==> src/include/ntt_addr_defs.svh <==
/* NTT address unit widths
   Index, operand-split, coordinate and ISPR data sizes shared across the unit */

`ifndef NTT_ADDR_DEFS_SVH
`define NTT_ADDR_DEFS_SVH

// Index registers m, j2, j, idx0 and idx1
`define NTT_IDX_W 8

// Operand reference split of an index
`define NTT_WDR_W 5
`define NTT_WSEL_W 3

// Coordinate counters wrap after the last value
`define NTT_XY_W 3
`define NTT_XY_LAST 4

`define NTT_ISPR_DW 32

`endif

==> src/hdl/ntt_ispr_pkg.sv <==
/* ISPR types for the NTT address unit
   Register address map, request bundle and per-register write enables */

`include "ntt_addr_defs.svh"

package ntt_ispr_pkg;

    typedef enum logic [2:0] {
        ISPR_M    = 3'd0,
        ISPR_J2   = 3'd1,
        ISPR_J    = 3'd2,
        ISPR_IDX0 = 3'd3,
        ISPR_IDX1 = 3'd4,
        ISPR_MODE = 3'd5,
        ISPR_X    = 3'd6,
        ISPR_Y    = 3'd7
    } ispr_addr_e;

    typedef struct packed {
        logic                      init;
        logic                      wr;
        ispr_addr_e                addr;
        logic [`NTT_ISPR_DW-1:0]   wdata;
    } ispr_req_t;

    // One strobe per register
    typedef struct packed {
        logic m;
        logic j2;
        logic j;
        logic idx0;
        logic idx1;
        logic mode;
        logic x;
        logic y;
    } ispr_wen_t;

endpackage

==> src/hdl/ntt_loop_pkg.sv <==
/* Loop-control types for the NTT address unit
   Single-cycle loop strobes and the operand reference split of an index */

`include "ntt_addr_defs.svh"

package ntt_loop_pkg;

    typedef struct packed {
        logic sl_m;
        logic sl_j2;
        logic inc_j;
        logic set_idx;
        logic inc_idx;
        logic inc_x;
        logic inc_y;
    } loop_ops_t;

    // Wide-register number in the upper bits, word select below
    typedef struct packed {
        logic [`NTT_WDR_W-1:0]  wdr;
        logic [`NTT_WSEL_W-1:0] wsel;
    } wdr_ref_t;

endpackage

==> src/hdl/ntt_ispr_port.sv <==
/* ISPR port
   Turns ISPR writes into one-hot register enables and muxes the readback */

`timescale 1ns/1ps

`include "ntt_addr_defs.svh"

module ntt_ispr_port (
    input  ntt_ispr_pkg::ispr_req_t  ispr_req_i,
    input  logic [`NTT_IDX_W-1:0]    m_i,
    input  logic [`NTT_IDX_W-1:0]    j2_i,
    input  logic [`NTT_IDX_W-1:0]    j_i,
    input  logic [`NTT_IDX_W-1:0]    idx0_i,
    input  logic [`NTT_IDX_W-1:0]    idx1_i,
    input  logic                     mode_i,
    input  logic [`NTT_XY_W-1:0]     x_i,
    input  logic [`NTT_XY_W-1:0]     y_i,
    output ntt_ispr_pkg::ispr_wen_t  ispr_wen_o,
    output logic [`NTT_ISPR_DW-1:0]  ispr_rdata_o
);

    // Only the addressed register sees the write
    always_comb begin
        ispr_wen_o = '0;
        if (ispr_req_i.wr) begin
            case (ispr_req_i.addr)
                ntt_ispr_pkg::ISPR_M:    ispr_wen_o.m    = 1'b1;
                ntt_ispr_pkg::ISPR_J2:   ispr_wen_o.j2   = 1'b1;
                ntt_ispr_pkg::ISPR_J:    ispr_wen_o.j    = 1'b1;
                ntt_ispr_pkg::ISPR_IDX0: ispr_wen_o.idx0 = 1'b1;
                ntt_ispr_pkg::ISPR_IDX1: ispr_wen_o.idx1 = 1'b1;
                ntt_ispr_pkg::ISPR_MODE: ispr_wen_o.mode = 1'b1;
                ntt_ispr_pkg::ISPR_X:    ispr_wen_o.x    = 1'b1;
                ntt_ispr_pkg::ISPR_Y:    ispr_wen_o.y    = 1'b1;
                default: ;
            endcase
        end
    end

    // Zero-extended readback of the current register value
    always_comb begin
        ispr_rdata_o = '0;
        case (ispr_req_i.addr)
            ntt_ispr_pkg::ISPR_M:    ispr_rdata_o[`NTT_IDX_W-1:0] = m_i;
            ntt_ispr_pkg::ISPR_J2:   ispr_rdata_o[`NTT_IDX_W-1:0] = j2_i;
            ntt_ispr_pkg::ISPR_J:    ispr_rdata_o[`NTT_IDX_W-1:0] = j_i;
            ntt_ispr_pkg::ISPR_IDX0: ispr_rdata_o[`NTT_IDX_W-1:0] = idx0_i;
            ntt_ispr_pkg::ISPR_IDX1: ispr_rdata_o[`NTT_IDX_W-1:0] = idx1_i;
            ntt_ispr_pkg::ISPR_MODE: ispr_rdata_o[0] = mode_i;
            ntt_ispr_pkg::ISPR_X:    ispr_rdata_o[`NTT_XY_W-1:0] = x_i;
            ntt_ispr_pkg::ISPR_Y:    ispr_rdata_o[`NTT_XY_W-1:0] = y_i;
            default: ;
        endcase
    end

endmodule

==> src/hdl/ntt_stride_regs.sv <==
/* Butterfly stride registers
   Holds mode, m and j2; the mode bit picks the shift direction of each */

`timescale 1ns/1ps

`include "ntt_addr_defs.svh"

module ntt_stride_regs (
    input  logic                      clk_i,
    input  logic                      reset_i,
    input  logic                      init_i,
    input  logic [`NTT_ISPR_DW-1:0]   wdata_i,
    input  ntt_ispr_pkg::ispr_wen_t   ispr_wen_i,
    input  ntt_loop_pkg::loop_ops_t   ops_i,
    output logic                      mode_o,
    output logic [`NTT_IDX_W-1:0]     m_o,
    output logic [`NTT_IDX_W-1:0]     j2_o
);

    logic                  mode_q;
    logic [`NTT_IDX_W-1:0] m_q;
    logic [`NTT_IDX_W-1:0] j2_q;
    logic [`NTT_IDX_W-1:0] m_shift;
    logic [`NTT_IDX_W-1:0] j2_shift;

    // Mode 1 grows m and shrinks j2, mode 0 does the opposite
    assign m_shift  = mode_q ? (m_q << 1) : (m_q >> 1);
    assign j2_shift = mode_q ? (j2_q >> 1) : (j2_q << 1);

    always_ff @(posedge clk_i) begin
        if (reset_i || init_i) begin
            mode_q <= 1'b0;
            m_q    <= '0;
            j2_q   <= '0;
        end else begin
            if (ispr_wen_i.mode) begin
                mode_q <= wdata_i[0];
            end

            if (ispr_wen_i.m) begin
                m_q <= wdata_i[`NTT_IDX_W-1:0];
            end else if (ops_i.sl_m) begin
                m_q <= m_shift;
            end

            if (ispr_wen_i.j2) begin
                j2_q <= wdata_i[`NTT_IDX_W-1:0];
            end else if (ops_i.sl_j2) begin
                j2_q <= j2_shift;
            end
        end
    end

    assign mode_o = mode_q;
    assign m_o    = m_q;
    assign j2_o   = j2_q;

endmodule

==> src/hdl/ntt_index_regs.sv <==
/* Loop counter and operand index registers
   j counts the butterfly loop; idx0 and idx1 address the operand pair */

`timescale 1ns/1ps

`include "ntt_addr_defs.svh"

module ntt_index_regs (
    input  logic                      clk_i,
    input  logic                      reset_i,
    input  logic                      init_i,
    input  logic [`NTT_ISPR_DW-1:0]   wdata_i,
    input  ntt_ispr_pkg::ispr_wen_t   ispr_wen_i,
    input  ntt_loop_pkg::loop_ops_t   ops_i,
    input  logic [`NTT_IDX_W-1:0]     m_i,
    output logic [`NTT_IDX_W-1:0]     j_o,
    output logic [`NTT_IDX_W-1:0]     idx0_o,
    output logic [`NTT_IDX_W-1:0]     idx1_o,
    output ntt_loop_pkg::wdr_ref_t    op0_o,
    output ntt_loop_pkg::wdr_ref_t    op1_o
);

    logic [`NTT_IDX_W-1:0] j_q;
    logic [`NTT_IDX_W-1:0] idx0_q;
    logic [`NTT_IDX_W-1:0] idx1_q;
    logic [`NTT_IDX_W-1:0] j_rev;
    logic [`NTT_IDX_W-1:0] j_rev_m;

    // Bit-reversed loop counter
    always_comb begin
        for (int i = 0; i < `NTT_IDX_W; i++) begin
            j_rev[i] = j_q[`NTT_IDX_W-1-i];
        end
    end

    // Second operand sits m above the first, wrapping
    assign j_rev_m = j_rev + m_i;

    always_ff @(posedge clk_i) begin
        if (reset_i || init_i) begin
            j_q    <= '0;
            idx0_q <= '0;
            idx1_q <= '0;
        end else begin
            if (ispr_wen_i.j) begin
                j_q <= wdata_i[`NTT_IDX_W-1:0];
            end else if (ops_i.inc_j) begin
                j_q <= j_q + 1'b1;
            end

            if (ispr_wen_i.idx0) begin
                idx0_q <= wdata_i[`NTT_IDX_W-1:0];
            end else if (ops_i.set_idx) begin
                idx0_q <= j_rev;
            end else if (ops_i.inc_idx) begin
                idx0_q <= idx0_q + 1'b1;
            end

            if (ispr_wen_i.idx1) begin
                idx1_q <= wdata_i[`NTT_IDX_W-1:0];
            end else if (ops_i.set_idx) begin
                idx1_q <= j_rev_m;
            end else if (ops_i.inc_idx) begin
                idx1_q <= idx1_q + 1'b1;
            end
        end
    end

    assign j_o    = j_q;
    assign idx0_o = idx0_q;
    assign idx1_o = idx1_q;

    // Wide-register number from the upper bits, word select from the lower
    assign op0_o.wdr  = idx0_q[`NTT_IDX_W-1:`NTT_WSEL_W];
    assign op0_o.wsel = idx0_q[`NTT_WSEL_W-1:0];
    assign op1_o.wdr  = idx1_q[`NTT_IDX_W-1:`NTT_WSEL_W];
    assign op1_o.wsel = idx1_q[`NTT_WSEL_W-1:0];

endmodule

==> src/hdl/ntt_coord_regs.sv <==
/* Coordinate counters
   x and y count modulo 5 on their increment strobes */

`timescale 1ns/1ps

`include "ntt_addr_defs.svh"

module ntt_coord_regs (
    input  logic                      clk_i,
    input  logic                      reset_i,
    input  logic                      init_i,
    input  logic [`NTT_ISPR_DW-1:0]   wdata_i,
    input  ntt_ispr_pkg::ispr_wen_t   ispr_wen_i,
    input  ntt_loop_pkg::loop_ops_t   ops_i,
    output logic [`NTT_XY_W-1:0]      x_o,
    output logic [`NTT_XY_W-1:0]      y_o
);

    logic [`NTT_XY_W-1:0] x_q;
    logic [`NTT_XY_W-1:0] y_q;

    // Values past the last one, only reachable by a write, also wrap to zero
    function automatic logic [`NTT_XY_W-1:0] next_coord(input logic [`NTT_XY_W-1:0] v);
        return (v < `NTT_XY_LAST) ? v + 1'b1 : '0;
    endfunction

    always_ff @(posedge clk_i) begin
        if (reset_i || init_i) begin
            x_q <= '0;
            y_q <= '0;
        end else begin
            if (ispr_wen_i.x) begin
                x_q <= wdata_i[`NTT_XY_W-1:0];
            end else if (ops_i.inc_x) begin
                x_q <= next_coord(x_q);
            end

            if (ispr_wen_i.y) begin
                y_q <= wdata_i[`NTT_XY_W-1:0];
            end else if (ops_i.inc_y) begin
                y_q <= next_coord(y_q);
            end
        end
    end

    assign x_o = x_q;
    assign y_o = y_q;

endmodule

==> src/hdl/ntt_addr_unit.sv <==
/* NTT address unit
   ISPR-accessible index registers driven by the NTT loop control strobes */

`timescale 1ns/1ps

`include "ntt_addr_defs.svh"

module ntt_addr_unit (
    input  logic                      clk_i,
    input  logic                      reset_i,
    input  ntt_ispr_pkg::ispr_req_t   ispr_req_i,
    input  ntt_loop_pkg::loop_ops_t   ops_i,
    output logic [`NTT_ISPR_DW-1:0]   ispr_rdata_o,
    output ntt_loop_pkg::wdr_ref_t    op0_o,
    output ntt_loop_pkg::wdr_ref_t    op1_o,
    output logic [`NTT_XY_W-1:0]      x_o,
    output logic [`NTT_XY_W-1:0]      y_o
);

    ntt_ispr_pkg::ispr_wen_t ispr_wen;
    logic                    mode_q;
    logic [`NTT_IDX_W-1:0]   m_q;
    logic [`NTT_IDX_W-1:0]   j2_q;
    logic [`NTT_IDX_W-1:0]   j_q;
    logic [`NTT_IDX_W-1:0]   idx0_q;
    logic [`NTT_IDX_W-1:0]   idx1_q;
    logic [`NTT_XY_W-1:0]    x_q;
    logic [`NTT_XY_W-1:0]    y_q;

    ntt_ispr_port u_ispr_port (
        .ispr_req_i   (ispr_req_i),
        .m_i          (m_q),
        .j2_i         (j2_q),
        .j_i          (j_q),
        .idx0_i       (idx0_q),
        .idx1_i       (idx1_q),
        .mode_i       (mode_q),
        .x_i          (x_q),
        .y_i          (y_q),
        .ispr_wen_o   (ispr_wen),
        .ispr_rdata_o (ispr_rdata_o)
    );

    ntt_stride_regs u_stride_regs (
        .clk_i      (clk_i),
        .reset_i    (reset_i),
        .init_i     (ispr_req_i.init),
        .wdata_i    (ispr_req_i.wdata),
        .ispr_wen_i (ispr_wen),
        .ops_i      (ops_i),
        .mode_o     (mode_q),
        .m_o        (m_q),
        .j2_o       (j2_q)
    );

    ntt_index_regs u_index_regs (
        .clk_i      (clk_i),
        .reset_i    (reset_i),
        .init_i     (ispr_req_i.init),
        .wdata_i    (ispr_req_i.wdata),
        .ispr_wen_i (ispr_wen),
        .ops_i      (ops_i),
        .m_i        (m_q),
        .j_o        (j_q),
        .idx0_o     (idx0_q),
        .idx1_o     (idx1_q),
        .op0_o      (op0_o),
        .op1_o      (op1_o)
    );

    ntt_coord_regs u_coord_regs (
        .clk_i      (clk_i),
        .reset_i    (reset_i),
        .init_i     (ispr_req_i.init),
        .wdata_i    (ispr_req_i.wdata),
        .ispr_wen_i (ispr_wen),
        .ops_i      (ops_i),
        .x_o        (x_q),
        .y_o        (y_q)
    );

    assign x_o = x_q;
    assign y_o = y_q;

endmodule

==> config.mk <==
export PLATFORM = sky130hd
export DESIGN_NAME = ntt_addr_unit
export DESIGN_NICKNAME = d
export VERILOG_FILES = /design/src/hdl/ntt_ispr_pkg.sv /design/src/hdl/ntt_loop_pkg.sv /design/src/hdl/ntt_ispr_port.sv /design/src/hdl/ntt_stride_regs.sv /design/src/hdl/ntt_index_regs.sv /design/src/hdl/ntt_coord_regs.sv /design/src/hdl/ntt_addr_unit.sv
export VERILOG_INCLUDE_DIRS = /design/src /design/src/include
export SDC_FILE = /design/constraint.sdc
export NUM_CORES = 1
export LEC_CHECK = 0
export ABC_AREA = 1
export BUFFER_PORTS_ARGS = -buffer_cell sky130_fd_sc_hd__buf_2
export CORE_AREA = 2 2 105 107
export DETAILED_ROUTE_END_ITERATION = 8
export DIE_AREA = 0 0 107 109
export PLACE_DENSITY = 0.59
export REMOVE_ABC_BUFFERS = 1
export SKIP_CTS_REPAIR_TIMING = 1
export SLEW_MARGIN = 10
export SYNTH_ARGS = -nofsm -noshare
export SYNTH_HDL_FRONTEND = slang
export SYNTH_SLANG_ARGS = --single-unit
==> constraint.sdc <==
create_clock -name clk_i -period 1.5 [get_ports clk_i]
set_clock_uncertainty 0.1 [all_clocks]
set_input_delay 0.3 -clock clk_i [delete_from_list [all_inputs] [get_ports clk_i]]
set_output_delay 0.3 -clock clk_i [all_outputs]
set_load 0.02 [all_outputs]
==> reports/qor.csv <==
metric;value;unit
vias;4230;
cp-startpoint;u_stride_regs.m_o[6];
vias_per_cell;5.04;
rr_worst_depth;10;
hp-class;primary input to flip-flop;
r2r_end;u_index_regs.idx1_o[6];
vdd_drop_max;0.307;mV
clk_pin_slew;80;ps
max_cap_violations;0;
crit_path_max_fanout;4;
place.port_buffers;51;
final_cell_mix;nand2_1 (133), buf_4 (79), inv_1 (62), buf_2 (39), a21oi_1 (28);
top_level_ports;100;
drc_errors;0;
first_global_vias;3813;
leakage;2.32;nW
total_power;2.87;mW
grt_pass1_wl;18.9;mm
synth_largest_type_area_fraction;0.262;
critPathCaptureType;primary output;
path_class;flip-flop to primary output;
hold_slack;189;ps
clock.fmax;0.553;GHz
reg2reg_slack;-200;ps
netlist_area;0.00359;sq mm
syn_avg_cell_area;6.41;sq um
antenna_found_initial;0;
regToRegStartpoint;u_index_regs.j_o[7];
status;finished with violations;
gp_congestion;0.917;
final_common_cell;nand2_1;
drt-initial-drc-count;247;
wl;12.5;mm
hpwl;9.51;mm
numCtsBuffers;5;
num-nets-final;758;
synth_area_leaders;dfxtp_1 (26%), nand2_1 (15%), inv_1 (8.7%);
grt.total_usage;0.207;
power.density;541;mW/mm^2
required;1100;ps
place_ws;-292;ps
hold_viol_final;0;
netlist_instances;560;
cp_slowest_cell;dfxtp_2;
core;0.0106;sq mm
clk_latency;310;ps
rsz0062_at_grt;true;
drtAntennaViolNets;0;
clkSinkCount;47;
violations;negative setup slack;
cts_tree;done;
first_pass_iters;5;
clock-root-buffer;clkbuf_8;
drive_gt1_frac;0.399;
period_share;1.21;
netlist.top_cell.by_area;dfxtp_1;
tns;-2410;ps
multi_input_area;0.00257;sq mm
cpPeakStageDelay;340;ps
path_cells;buf_6, nand2_2, o21ai_1, a21oi_1, o211ai_1, buf_4;
synth-seq-area-share;0.262;
synth_cell_type_count;38;
area_delta_synth_final;47.5;%
start_kind;flip-flop;
die_x;107;microns
avgRoutedWirePerCell;14.9;microns
grt-ovfl-total;0;
diodes;0;
htree_levels;2;
ys_ff_latch;47;
fin_crit;1810;ps
fillers;1058;
worstPathArrival;1410;ps
grt_max_degree;30;
die_y;109;microns
cp-endpoint;ispr_rdata_o[6];
seq_area;990;sq um
yosysWarningCount;0;
cts_buffer_depth;2;
report.final.setup_viol;13;
rows;38;
drv_slew;0;
start_util;0.339;
die_area;0.0117;sq mm
worst_slack;-310;ps
-- per-stage QoR --
stage / utilization / cells / area [sq um]
finish: 0.500 / 840 / 5300
CTS: 0.430 / 823 / 4560
global route: 0.500 / 840 / 5300
global placement: 0.421 / 815 / 4460
floorplan: - / 551 / 3460
detailed placement: 0.421 / 815 / 4460
-- kinds of logic after synthesis --
family	synth area share
flip-flops	0.262
AO/OA/AOI/OAI	0.225
other	0.00104
buffers and inverters	0.160
AND/OR/NAND/NOR	0.277
adder cells (fa/ha/maj)	0.0474
XOR/XNOR	0.0268
-- critical path: cells and delay by family, from the launching register on --
| kind | cells | cell delay (ps) |
|---|---|---|
| compound gates | 3 | 400 |
| flops | 1 | 340 |
| buf+inv | 2 | 310 |
| simple gates | 1 | 50 |
-- cell usage after synthesis --
library cell and count:
xnor2_1 3, conb_1 1, o22ai_1 20, nand2_2 6, fa_1 1, clkbuf_1 4
nand2_1 144, o2111a_1 1, nor3_2 1, nand3b_1 1, o311ai_0 1, o2111ai_1 2
o21ai_0 35, nand3_1 34, ha_1 12, o221ai_1 6, inv_4 1, nor2_1 24
a211oi_1 1, nor2_4 2, bufinv_8 1, nor3_1 1, o21ai_1 4, inv_2 6
buf_2 3, inv_1 83, buf_4 25, xor2_1 8, nor2_8 1, a31oi_1 20
a21oi_1 38, nand4_1 3, nand2_4 2, or2_1 1, o211ai_1 8, a22oi_1 2
dfxtp_1 47, nor2_2 7
-- how the worst min path moves through the flow --
| stage | from | endpoint | slack, ps | depth (start not counted) |
|---|---|---|---|---|
| 5_1_grt | ispr_req_i[7] | u_stride_regs.m_o[7] | 200 | 3 |
| 3_5_place_dp | u_stride_regs.j2_o[1] | u_stride_regs.j2_o[1] | 370 | 2 |
| 4_1_cts | ispr_req_i[7] | u_stride_regs.m_o[7] | 180 | 3 |
| 3_3_place_gp | u_stride_regs.j2_o[1] | u_stride_regs.j2_o[1] | 370 | 2 |
| 2_1_floorplan | ispr_req_i[2] | u_index_regs.j_o[2] | 330 | 2 |
| 6_report | ispr_req_i[7] | u_stride_regs.j2_o[7] | 190 | 3 |
-- routing by layer --
metal | global-route usage | vias up | share of wire
met3 | 0.0335 | 35 | 0.056
met4 | 0.0714 | 0 | 0.036
met5 | 0 | - | 0
met1 | 0.261 | 1950 | 0.42
li1 | - | 2096 | -
met2 | 0.360 | 149 | 0.49
-- area by class of cell --
cell class,count,share of cell area
inverter,91,0.0711
clock buffer,8,0.0189
timing repair buffer,141,0.205
tap,140,0.0331
sequential,47,0.187
multi-input combinational,413,0.485
-- power breakdown --
group / total [mW] / internal [mW] / leakage, nW / switching, mW
Sequential: 1.30 / 1.27 / 0.395 / 0.0310
Clock: 0.871 / 0.422 / 0.0515 / 0.449
Combinational: 0.698 / 0.261 / 1.87 / 0.437
Total: 2.87 / 1.95 / 2.32 / 0.916
-- state kept, by name, indices dropped and copies added (netlist names) --
signal	count
u_stride_regs.mode_o	1
u_index_regs.idx0_o	8
u_stride_regs.j2_o	8
u_index_regs.idx1_o	8
u_index_regs.j_o	8
u_coord_regs.y_o	3
u_coord_regs.x_o	3
u_stride_regs.m_o	8
No activity file was read; power rests on OpenSTA's default activity.
